### src/lcd_pkg.sv
package lcd_pkg;

    // Pins of the 8-bit parallel LCD bus
    typedef struct packed {
        logic       en;
        logic       rw;
        logic       rs;
        logic [7:0] data;
    } lcd_bus_t;

    // Set DDRAM address command, bit 7 set plus the target address
    typedef struct packed {
        logic       set_addr;
        logic [6:0] addr;
    } ddram_addr_t;

    // One bus byte, read either as an address command or as a character code
    typedef union packed {
        ddram_addr_t addr_cmd;
        logic [7:0]  ascii;
    } lcd_byte_u;

    localparam logic [7:0] CMD_FUNCTION_SET = 8'h38; // 8-bit bus, 2 lines, 5x7
    localparam logic [7:0] CMD_DISP_OFF     = 8'h08;
    localparam logic [7:0] CMD_CLEAR        = 8'h01;
    localparam logic [7:0] CMD_ENTRY_MODE   = 8'h06; // Increment, no shift
    localparam logic [7:0] CMD_DISP_ON      = 8'h0C; // Cursor off

    localparam logic [6:0] ROW1_BASE = 7'h00;
    localparam logic [6:0] ROW2_BASE = 7'h40;

    // Power-up wait, in LCD steps
    localparam int INIT_DELAY_STEPS = 10;

endpackage

### src/disp_pkg.sv
package disp_pkg;

    localparam int NUM_FIELDS  = 4;
    localparam int FIELD_CHARS = 6;
    localparam int ROW_CHARS   = 16;

    typedef logic [7:0]  char_t;
    typedef logic [15:0] field_word_t;

    // Ascending ranges put character 0 in the top byte
    typedef char_t [0:FIELD_CHARS-1] field_chars_t;
    typedef char_t [0:ROW_CHARS-1]   row_t;

    typedef struct packed {
        field_word_t value;
        logic        loaded;
    } held_field_t;

    localparam char_t CHAR_SPACE = 8'h20;
    localparam char_t CHAR_COLON = 8'h3A;
    localparam char_t CHAR_DASH  = 8'h2D;

    // Field shown for a word that was never loaded, e.g. "2:----"
    function automatic field_chars_t blank_field(input int unsigned idx);
        return {char_t'(8'h30 + idx), CHAR_COLON, {4{CHAR_DASH}}};
    endfunction

endpackage

### src/field_latch.sv
`timescale 1ns/10ps

module field_latch
    import disp_pkg::*;
(
    input  logic                           clk,
    input  logic                           nrst,
    input  field_word_t [NUM_FIELDS-1:0]   field_in,
    input  logic        [NUM_FIELDS-1:0]   load,
    output held_field_t [NUM_FIELDS-1:0]   held
);

    field_word_t [NUM_FIELDS-1:0] value_q;
    logic        [NUM_FIELDS-1:0] loaded_q;

    always_ff @(posedge clk) begin
        for (int i = 0; i < NUM_FIELDS; i++) begin
            if (load[i]) begin
                value_q[i] <= field_in[i];
            end
        end
    end

    // Flags decide between digits and dashes downstream
    always_ff @(posedge clk or negedge nrst) begin
        if (!nrst) begin
            loaded_q <= '0;
        end else begin
            loaded_q <= loaded_q | load;
        end
    end

    always_comb begin
        for (int i = 0; i < NUM_FIELDS; i++) begin
            held[i].value  = value_q[i];
            held[i].loaded = loaded_q[i];
        end
    end

    // An X strobe would leave the display in an undefined state
    assert property (@(posedge clk) disable iff (!nrst) !$isunknown(load))
        else $error("field_latch: load strobe unknown");

endmodule

### src/hex_field_fmt.sv
`timescale 1ns/10ps

module hex_field_fmt
    import disp_pkg::*;
#(
    parameter int unsigned label = 0
)(
    input  logic         clk,
    input  logic         nrst,
    input  held_field_t  field,
    output field_chars_t chars
);

    field_chars_t next_chars;

    function automatic char_t hex_char(input logic [3:0] nib);
        return (nib < 4'd10) ? char_t'(8'h30 + nib) : char_t'(8'h37 + nib); // Upper case
    endfunction

    function automatic logic nibble_ok(input char_t c);
        return (c >= 8'h30 && c <= 8'h39) || (c >= 8'h41 && c <= 8'h46) || (c == CHAR_DASH);
    endfunction

    always_comb begin
        next_chars = blank_field(label);
        if (field.loaded) begin
            for (int i = 0; i < 4; i++) begin
                next_chars[2 + i] = hex_char(field.value[15 - 4*i -: 4]); // MS nibble first
            end
        end
    end

    always_ff @(posedge clk or negedge nrst) begin
        if (!nrst) begin
            chars <= blank_field(label);
        end else begin
            chars <= next_chars;
        end
    end

    assert property (@(posedge clk) disable iff (!nrst)
        nibble_ok(chars[2]) && nibble_ok(chars[3]) && nibble_ok(chars[4]) && nibble_ok(chars[5]))
        else $error("hex_field_fmt: bad digit character in field %0d", label);

endmodule

### src/row_assembler.sv
`timescale 1ns/10ps

module row_assembler
    import disp_pkg::*;
(
    input  logic                            clk,
    input  logic                            nrst,
    input  logic                            frame_start,
    input  field_chars_t [NUM_FIELDS-1:0]   fields,
    output row_t                            row_1,
    output row_t                            row_2
);

    // Two fields per row, each followed by two spaces
    function automatic row_t pack_row(input field_chars_t first, input field_chars_t second);
        return {first, CHAR_SPACE, CHAR_SPACE, second, CHAR_SPACE, CHAR_SPACE};
    endfunction

    localparam row_t ROW1_RESET = pack_row(blank_field(0), blank_field(1));
    localparam row_t ROW2_RESET = pack_row(blank_field(2), blank_field(3));

    row_t row_1_next;
    row_t row_2_next;

    always_comb begin
        row_1_next = pack_row(fields[0], fields[1]);
        row_2_next = pack_row(fields[2], fields[3]);
    end

    // Snapshot once per frame so the sequencer never sends a mix of old and new
    always_ff @(posedge clk or negedge nrst) begin
        if (!nrst) begin
            row_1 <= ROW1_RESET;
            row_2 <= ROW2_RESET;
        end else if (frame_start) begin
            row_1 <= row_1_next;
            row_2 <= row_2_next;
        end
    end

endmodule

### src/lcd1602.sv
`timescale 1ns/10ps

module lcd1602
    import lcd_pkg::*;
    import disp_pkg::*;
#(
    parameter int clk_div = 24000
)(
    input  logic     clk,
    input  logic     nrst,
    input  row_t     row_1,
    input  row_t     row_2,
    output logic     frame_start,
    output lcd_bus_t lcd
);

    localparam int DELAY_CYCLES = INIT_DELAY_STEPS * clk_div;
    localparam int DELAY_W      = $clog2(DELAY_CYCLES);
    localparam int STEP_W       = $clog2(clk_div);

    localparam logic [DELAY_W-1:0] DELAY_LAST = DELAY_W'(DELAY_CYCLES - 1);
    localparam logic [STEP_W-1:0]  STEP_LAST  = STEP_W'(clk_div - 1);
    localparam logic [STEP_W-1:0]  HALF_LAST  = STEP_W'(clk_div / 2 - 1);
    localparam logic [2:0]         INIT_LAST  = 3'd4;

    typedef enum logic [1:0] {
        PH_DELAY,
        PH_INIT,
        PH_ADDR,
        PH_CHAR
    } phase_t;

    phase_t             phase;
    logic [DELAY_W-1:0] delay_cnt;
    logic [STEP_W-1:0]  step_cnt;
    logic [2:0]         init_idx;
    logic [3:0]         col;
    logic               row_sel;   // 0 for row 1, 1 for row 2
    logic               en_q;
    logic               rs_q;
    logic [7:0]         data_q;

    phase_t     nxt_phase;
    logic [2:0] nxt_init;
    logic [3:0] nxt_col;
    logic       nxt_row_sel;
    logic       nxt_rs;
    logic [7:0] nxt_byte;
    logic       load_step;
    logic       delay_done;
    logic       step_end;
    row_t       cur_row;

    function automatic logic [7:0] init_cmd(input logic [2:0] idx);
        case (idx)
            3'd0:    return CMD_FUNCTION_SET;
            3'd1:    return CMD_DISP_OFF;
            3'd2:    return CMD_CLEAR;
            3'd3:    return CMD_ENTRY_MODE;
            default: return CMD_DISP_ON;
        endcase
    endfunction

    function automatic logic [7:0] addr_byte(input logic [6:0] base);
        lcd_byte_u b;
        b.addr_cmd.set_addr = 1'b1;
        b.addr_cmd.addr     = base;
        return b;
    endfunction

    assign delay_done = (phase == PH_DELAY) && (delay_cnt == DELAY_LAST);
    assign step_end   = (phase != PH_DELAY) && (step_cnt == STEP_LAST);
    assign cur_row    = row_sel ? row_2 : row_1;

    always_comb begin
        nxt_phase   = phase;
        nxt_init    = init_idx;
        nxt_col     = col;
        nxt_row_sel = row_sel;
        nxt_rs      = rs_q;
        nxt_byte    = data_q;
        load_step   = 1'b0;
        case (phase)
            PH_DELAY: begin
                if (delay_done) begin
                    load_step = 1'b1;
                    nxt_phase = PH_INIT;
                    nxt_init  = 3'd0;
                    nxt_rs    = 1'b0;
                    nxt_byte  = init_cmd(3'd0);
                end
            end
            PH_INIT: begin
                if (step_end) begin
                    load_step = 1'b1;
                    nxt_rs    = 1'b0;
                    if (init_idx == INIT_LAST) begin
                        nxt_phase   = PH_ADDR;
                        nxt_row_sel = 1'b0;
                        nxt_byte    = addr_byte(ROW1_BASE);
                    end else begin
                        nxt_init = init_idx + 3'd1;
                        nxt_byte = init_cmd(init_idx + 3'd1);
                    end
                end
            end
            PH_ADDR: begin
                if (step_end) begin
                    load_step = 1'b1;
                    nxt_phase = PH_CHAR;
                    nxt_col   = 4'd0;
                    nxt_rs    = 1'b1;
                    nxt_byte  = cur_row[0];
                end
            end
            default: begin
                if (step_end) begin
                    load_step = 1'b1;
                    if (col == 4'd15) begin
                        nxt_phase   = PH_ADDR;
                        nxt_row_sel = ~row_sel;
                        nxt_rs      = 1'b0;
                        nxt_byte    = addr_byte(row_sel ? ROW1_BASE : ROW2_BASE);
                    end else begin
                        nxt_col  = col + 4'd1;
                        nxt_byte = cur_row[col + 4'd1];
                    end
                end
            end
        endcase
    end

    // High in the cycle whose closing edge puts 0x80 on the bus
    assign frame_start = load_step && (nxt_phase == PH_ADDR) && !nxt_row_sel;

    always_ff @(posedge clk or negedge nrst) begin
        if (!nrst) begin
            delay_cnt <= '0;
        end else if (phase == PH_DELAY && !delay_done) begin
            delay_cnt <= delay_cnt + 1'b1;
        end
    end

    always_ff @(posedge clk or negedge nrst) begin
        if (!nrst) begin
            step_cnt <= '0;
        end else if (load_step) begin
            step_cnt <= '0;
        end else if (phase != PH_DELAY) begin
            step_cnt <= step_cnt + 1'b1;
        end
    end

    always_ff @(posedge clk or negedge nrst) begin
        if (!nrst) begin
            en_q <= 1'b1;   // Held high through the power-up wait
        end else if (load_step) begin
            en_q <= 1'b1;
        end else if (phase != PH_DELAY && step_cnt == HALF_LAST) begin
            en_q <= 1'b0;   // LCD latches on this falling edge
        end
    end

    always_ff @(posedge clk or negedge nrst) begin
        if (!nrst) begin
            phase    <= PH_DELAY;
            init_idx <= '0;
            col      <= '0;
            row_sel  <= 1'b0;
            rs_q     <= 1'b0;
            data_q   <= 8'h00;
        end else begin
            phase    <= nxt_phase;
            init_idx <= nxt_init;
            col      <= nxt_col;
            row_sel  <= nxt_row_sel;
            rs_q     <= nxt_rs;
            data_q   <= nxt_byte;
        end
    end

    always_comb begin
        lcd.en   = en_q;
        lcd.rw   = 1'b0;    // Write only
        lcd.rs   = rs_q;
        lcd.data = data_q;
    end

    assert property (@(posedge clk) disable iff (!nrst) !lcd.rw && !$isunknown(lcd))
        else $error("lcd1602: rw high or bus unknown");

    // Byte must not move while the LCD may be sampling it
    assert property (@(posedge clk) disable iff (!nrst)
        (lcd.en && $past(lcd.en) && $past(phase) != PH_DELAY) |-> $stable({lcd.rs, lcd.data}))
        else $error("lcd1602: rs/data changed while en high");

endmodule

### src/lcd_status_top.sv
`timescale 1ns/10ps

module lcd_status_top
    import disp_pkg::*;
    import lcd_pkg::*;
#(
    parameter int clk_div = 24000
)(
    input  logic                           clk,
    input  logic                           nrst,
    input  field_word_t [NUM_FIELDS-1:0]   field_in,
    input  logic        [NUM_FIELDS-1:0]   load,
    output lcd_bus_t                       lcd
);

    held_field_t  [NUM_FIELDS-1:0] held;
    field_chars_t [NUM_FIELDS-1:0] fields;
    row_t                          row_1;
    row_t                          row_2;
    logic                          frame_start;

    field_latch u_latch (
        .clk      (clk),
        .nrst     (nrst),
        .field_in (field_in),
        .load     (load),
        .held     (held)
    );

    for (genvar i = 0; i < NUM_FIELDS; i++) begin : g_fmt
        hex_field_fmt #(
            .label (i)
        ) u_fmt (
            .clk   (clk),
            .nrst  (nrst),
            .field (held[i]),
            .chars (fields[i])
        );
    end

    row_assembler u_rows (
        .clk         (clk),
        .nrst        (nrst),
        .frame_start (frame_start),
        .fields      (fields),
        .row_1       (row_1),
        .row_2       (row_2)
    );

    lcd1602 #(
        .clk_div (clk_div)
    ) u_lcd (
        .clk         (clk),
        .nrst        (nrst),
        .row_1       (row_1),
        .row_2       (row_2),
        .frame_start (frame_start),
        .lcd         (lcd)
    );

endmodule

### config.mk
export PLATFORM = sky130hd
export DESIGN_NAME = lcd_status_top
export DESIGN_NICKNAME = d
export VERILOG_FILES = /design/src/lcd_pkg.sv /design/src/disp_pkg.sv /design/src/field_latch.sv /design/src/hex_field_fmt.sv /design/src/row_assembler.sv /design/src/lcd1602.sv /design/src/lcd_status_top.sv
export SDC_FILE = /design/constraint.sdc
export NUM_CORES = 1
export LEC_CHECK = 0
export ABC_AREA = 0
export BUFFER_PORTS_ARGS = -buffer_cell sky130_fd_sc_hd__buf_2
export CAP_MARGIN = 20
export CORE_UTILIZATION = 45
export DETAILED_ROUTE_END_ITERATION = 16
export HOLD_SLACK_MARGIN = 0.05
export SKIP_LAST_GASP = 1
export SYNTH_ARGS = -nofsm -noshare
export SYNTH_HDL_FRONTEND = slang
export SYNTH_SLANG_ARGS = --single-unit
### constraint.sdc
create_clock -name clk -period 2.52 [get_ports clk]
set_input_delay 0.252 -clock clk [delete_from_list [all_inputs] [get_ports clk]]
set_output_delay 0.252 -clock clk [all_outputs]
set_load 0.01 [all_outputs]
==> results of run 1 <==
stage by stage:
stage | utilization (%) | worst slack [ps]
floorplan | - | -107
global placement | 50.6 | -37.2
detailed placement | 50.6 | -78.0
CTS | 57.0 | -45.4
global route | 58.3 | -154
finish | 58.3 | -76.0
per-layer routing:
| metal | global-route usage, % | up-vias | part of all wire (%) |
|---|---|---|---|
| met5 | 0 | - | 0 |
| met4 | 5.19 | 0 | 2.0 |
| met2 | 27.8 | 190 | 45 |
| met3 | 3.13 | 44 | 4.0 |
| li1 | - | 4698 | - |
| met1 | 27.3 | 4789 | 49 |
timing repair:
action,4_1_cts,5_1_grt
setup endpoints to repair,108,112
pin swaps,3,4
cloned,1,7
hold buffers,65,0
setup buffers,2,4
hold endpoints to repair,118,0
resized for setup,12,57
sequential cells by signal (all words and copies together) (netlist names), 2 cells and up:
register / count
u_lcd.data_q: 8
u_lcd.step_cnt: 15
u_rows.row_1: 56
u_rows.row_2: 56
u_lcd.delay_cnt: 18
u_latch.held: 64
g_fmt.u_fmt.chars: 112
u_latch.loaded_q: 4
u_lcd.init_idx: 3
u_lcd.phase: 2
u_lcd.col: 4
cells in the mapped netlist, types with 7 or more instances:
master    number
mux2_2        37
nor3_1         9
a21oi_1       38
a31oi_1        7
ha_1          28
nor2_1        76
o31ai_1        7
nor2b_1       13
inv_1         47
xor2_1        12
mux4_2        24
dfstp_2      129
nand3_1       55
mux2_1        80
o21ai_0       52
dfrtp_1      152
nand2_1      148
nand4_1       11
edfxtp_1      64
buf_2          7
clkbuf_1      29
xnor2_1       30
o211ai_1      23
o21bai_1      12
a21boi_0      18
final cells by class:
class | count | area (µm²) | area share [%]
sequential | 345 | 9120 | 47.8
multi-input combinational | 753 | 5820 | 30.5
timing repair buffer | 228 | 2050 | 10.7
clock buffer | 58 | 1200 | 6.30
tap | 442 | 553 | 2.90
inverter | 47 | 176 | 0.925
clock inverter | 16 | 161 | 0.846
cells by family (layout without fill, tap and decap cells):
family	count (synthesis)	in the layout	share of synthesized area, %
buffers and inverters	98	349	3.18
adder cells (fa/ha/maj)	28	28	2.33
multiplexers	147	147	12.7
AND/OR/NAND/NOR	348	348	10.6
flip-flops	345	345	60.6
AO/OA/AOI/OAI	187	187	8.10
XOR/XNOR	42	42	2.44
other	1	1	0.0249
path summary, 6_finish.rpt:
path | cells after the start | to | slack (ps) | from
setup / recovery | 10 | u_rows.row_1[17] | -80 | u_lcd.phase[1]
min in group asynchronous | 2 | u_lcd.step_cnt[5] | 250 | nrst
setup reg to reg | 10 | u_rows.row_1[17] | -80 | u_lcd.phase[1]
hold reg to reg | 1 | u_rows.row_1[94] | 470 | g_fmt[0].u_fmt.chars[14]
max in group asynchronous | 3 | g_fmt[1].u_fmt.chars[0] | 1460 | nrst
hold / removal | 1 | u_latch.held[49] | 140 | load[2]
power groups by stage:
stage / Combinational, µW / Clock [µW] / Sequential, µW
final: 610 / 5810 / 6260
after global routing: 706 / 6210 / 6300
after CTS: 619 / 5970 / 6260
after detailed placement: 539 / 0 / 6350
after global placement: 528 / 0 / 6350
after floorplan: 311 / 0 / 6270
==> flow_metrics.tcl, run 1 <==
set metrics [dict create \
    cts_root_buf "clkbuf_16" \
    hold_path_class "in2reg" \
    grt_pass1_vias 9499 \
    dpl_cell_area_um2 16500 \
    clock_skew_ps 12.3 \
    min_period_ps 2600 \
    clockBufferDepth 3 \
    crit_path_max_incr_delay_ps 380 \
    syn_inst 1196 \
    die_h_um 185 \
    slew_viol_final 0 \
    globalplace.congestion 0.861 \
    num_io_pins 81 \
    path_cells "buf_4 -> ha_1 -> buf_4 -> a31oi_2 -> o211ai_1 -> a211oi_4 -> buf_12 -> buf_16 -> clkbuf_16 -> mux2_4" \
    status "complete, but fails checks" \
    cts_tree "done" \
    ys_seq_elements 345 \
    clk_pin_slew_ps 60 \
    avgSynthCellArea_um2 12.6 \
    drt_iter0_drc 650 \
    initial_core_util_pct 46.0 \
    fin_ws_ps -76.0 \
    total_power_uw 12700 \
    drc_errors 0 \
    worstMarginPinSlew_ps 800 \
    nets 1513 \
    critPathLaunchType "flop" \
    peakVddDrop_mv 0.509 \
    antenna_cells 0 \
    syn2layout_area_growth_pct 26.8 \
    worst_ep_arrival_time_ps 3010 \
    pwr-share-comb_pct 4.8 \
    worst_hold_slack_ps 137 \
    die_w_um 185 \
    internal-power_uw 9920 \
    path_class "reg2reg" \
    first_pass_iters 5 \
    power_frac_clock_pct 45.8 \
    stdcell_count 1889 \
    numCtsBuffers 40 \
    nFillCells 2619 \
    fmax_ghz 0.385 \
    crit_family "buffers and inverters" \
    port_buffers 79 \
    rsz0062_at_grt "true" \
    synth_ff_type "dfrtp_1" \
    final_common_cell "dfrtp_1" \
    synthesis.area_um2 15000 \
    grt_overflow_total 0 \
    dp_cells 1736 \
    antenna_found_initial 0 \
    tns_ps -4000 \
    p_leak_uw 0.00835 \
    grt_pass1_wl_um 49600 \
    yosysTopAreaCell "dfrtp_1" \
    critical_path.max_fanout 8 \
    die_area_um2 34200 \
    relSlewSlack_pct 46.6 \
    route.vias.total 9721 \
    synth_edf_count 64 \
    yosys_warnings 0 \
    wl_um 31200 \
    std_cell_rows 66 \
    crit_top_cell "buf_4" \
    end_kind "flop" \
    synthesis.nets 1294 \
    p_seq_share_pct 49.4 \
    required_ps 2940 \
    crit_buf_inv 5 \
    detail_route.wl_per_cell_um 16.5 \
    slowest_stage "dfrtp_1" \
    clock_latency_ps 530 \
    grt_max_degree 81 \
    core_um2 32700 \
    synth_area_leaders "dfrtp_1 (25%), dfstp_2 (23%), edfxtp_1 (13%), mux2_1 (6.0%), nand2_1 (3.7%)" \
    htree_levels 2 \
    max-cap-violations 0 \
    period_share_pct 103 \
    clock-sinks 345 \
    violations "setup timing" \
    stdcell_area_um2 19100 \
    setup_violations 111 \
    synth_cell_type_count 65 \
    p_per_area_nw_per_um2 665 \
    async_reset_ff_share_pct 81.4 \
    power.net_switching_uw 2770 \
    dpl.hpwl_um 20600 \
    synth_top_area_share_pct 25.3 \
    groute.usage.overall_pct 18.4 \
    layout_common_cells "dfrtp_1 (151), nand2_1 (148), dfstp_2 (129)" \
    antenna_left 0 \
    switching_share_pct 21.8 \
    drive_above_1_share_pct 35.2 \
    synth-seq-area-share_pct 60.6 \
    report.final.hold_viol_count 0 \
    viasPerCell 5.15 \
]
Note: power is estimated with default switching activity, not from simulation.
==> run 2, diff against run 1 <==
--- a/config.mk
+++ b/config.mk
@@ -8,9 +8,10 @@
 export ABC_AREA = 0
 export BUFFER_PORTS_ARGS = -buffer_cell sky130_fd_sc_hd__buf_2
 export CAP_MARGIN = 20
+export CORE_ASPECT_RATIO = 2
 export CORE_UTILIZATION = 45
 export DETAILED_ROUTE_END_ITERATION = 16
-export HOLD_SLACK_MARGIN = 0.05
+export HOLD_SLACK_MARGIN = 0.02
 export SKIP_LAST_GASP = 1
 export SYNTH_ARGS = -nofsm -noshare
 export SYNTH_HDL_FRONTEND = slang
==> flow_metrics.tcl, run 2 (synthesis gave the netlist of run 1 again) <==
set metrics [dict create \
    slowest_stage "or4b_4" \
    detail_route.wl_per_cell_um 17.8 \
    die_h_um 261 \
    die_w_um 131 \
    drive_above_1_share_pct 34.2 \
    stdcell_area_um2 18900 \
    reg2regPathDepth 8 \
    required_ps 2980 \
    drc_errors 0 \
    crit_path_max_incr_delay_ps 550 \
    antenna_left 0 \
    clock_skew_ps 16.0 \
    slew_viol_final 0 \
    worst_ep_arrival_time_ps 3060 \
    holdPathEnd "u_latch.held[46]" \
    initial_core_util_pct 45.7 \
    path_cells "or4b_4 -> o41ai_4 -> o311ai_4 -> a211oi_4 -> buf_6 -> buf_12 -> clkbuf_16 -> mux2_4" \
    critPathLaunchType "flop" \
    path_class "reg2reg" \
    end_kind "flop" \
    grt_pass1_vias 10500 \
    hold_path_class "in2reg" \
    fin_ws_ps -87.0 \
    globalplace.congestion 0.864 \
    layout_common_cells "dfrtp_1 (151), nand2_1 (148), dfstp_2 (129)" \
    setup_violations 106 \
    first_pass_iters 5 \
    viasPerCell 5.23 \
    grt_overflow_total 0 \
    dpl.hpwl_um 23200 \
    clk_pin_slew_ps 70 \
    port_buffers 79 \
    grt_pass1_wl_um 53900 \
    grt_max_degree 83 \
    period_share_pct 103 \
    critical_path.max_fanout 5 \
    violations "setup timing" \
    min_period_ps 2610 \
    rsz0062_at_grt "true" \
    worstMarginPinSlew_ps 784 \
    drt_iter0_drc 502 \
    r2r_end "u_rows.row_1[44]" \
    cts_root_buf "clkbuf_16" \
    numCtsBuffers 31 \
    htree_levels 1 \
    clock-sinks 345 \
    max-cap-violations 0 \
    p_per_area_nw_per_um2 617 \
    num_io_pins 81 \
    core_um2 32900 \
    worst_hold_slack_ps 111 \
    groute.usage.overall_pct 19.9 \
    wl_um 33500 \
    syn2layout_area_growth_pct 25.8 \
    std_cell_rows 94 \
    clock_latency_ps 580 \
    antenna_cells 0 \
    cts_tree "done" \
    report.final.hold_viol_count 0 \
    tns_ps -5060 \
    regToRegSetupSlack_ps -90 \
    relSlewSlack_pct 47.7 \
    dpl_cell_area_um2 16600 \
    peakVddDrop_mv 0.613 \
    regMostFlops "g_fmt.u_fmt.chars" \
    p_leak_uw 0.00832 \
    hold_depth 1 \
    r2r-start "u_lcd.delay_cnt[14]" \
    final_common_cell "dfrtp_1" \
    die_area_um2 34200 \
    route.vias.total 9882 \
    clockBufferDepth 3 \
    largest_reg_flops 112 \
    antenna_found_initial 0 \
    total_power_uw 11700 \
    worstHoldStart "load[2]" \
    final_util_pct 57.5 \
    status "complete, but fails checks" \
    nets 1529 \
    fmax_ghz 0.384 \
]
[run 2: worst max path at each step]
stage,from,end,depth (start not counted)
2_1_floorplan,u_lcd.phase[1],u_rows.row_1[17],11
3_3_place_gp,u_lcd.delay_cnt[9],u_rows.row_2[22],7
3_5_place_dp,u_lcd.delay_cnt[9],u_rows.row_2[38],7
4_1_cts,u_lcd.phase[0],u_rows.row_1[41],12
5_1_grt,u_lcd.delay_cnt[14],u_rows.row_2[44],8
6_report,u_lcd.delay_cnt[14],u_rows.row_1[44],8
[run 2: power by group]
part           leakage [µW]  internal (µW)  switching [µW]
logic               0.00388            290             341
clock network      0.000496           2720            2070
registers           0.00395           6070             188
[run 2: worst max-delay path, delay by kind of cell (launching register included)]
kind / cells / cell delay (ps)
multiplexers: 1 / 300
flip-flops: 1 / 380
AND/OR/NAND/NOR: 1 / 550
buffers and inverters: 3 / 500
AO/OA/AOI/OAI: 3 / 760
[run 2: final cells by class]
| type | instances | area, µm² |
|---|---|---|
| Clock inverter | 18 | 204 |
| Inverter | 47 | 176 |
| Multi-Input combinational cell | 753 | 5810 |
| Tap cell | 432 | 541 |
| Timing Repair Buffer | 253 | 2260 |
| Clock buffer | 40 | 820 |
| Fill cell | 2712 | 14000 |
| Sequential cell | 345 | 9120 |
[run 2: timing repair]
action | in CTS | in global routing
buffers inserted | 8 | 9
resized for setup | 23 | 50
hold buffers | 65 | 0
setup endpoints to repair | 96 | 116
endpoints found under the hold margin | 98 | 0
pin swaps | 5 | 7
gates cloned | 3 | 9
[run 2: per-stage QoR]
stage / instances / setup slack, ps
2_1_floorplan: 1196 / -107
5_1_grt: 1888 / -150
4_1_cts: 1873 / -62.7
3_3_place_gp: 1739 / -24.3
3_5_place_dp: 1739 / -79.4
6_report: 1888 / -87.0
[run 2: metal layers]
layer | GRT usage, % | vias to the layer above | wire length [µm]
met5 | 0 | - | 0
met4 | 8.82 | 0 | 1340
met3 | 1.92 | 76 | 813
met2 | 39.6 | 166 | 19200
met1 | 20.9 | 4942 | 12200
li1 | - | 4698 | -
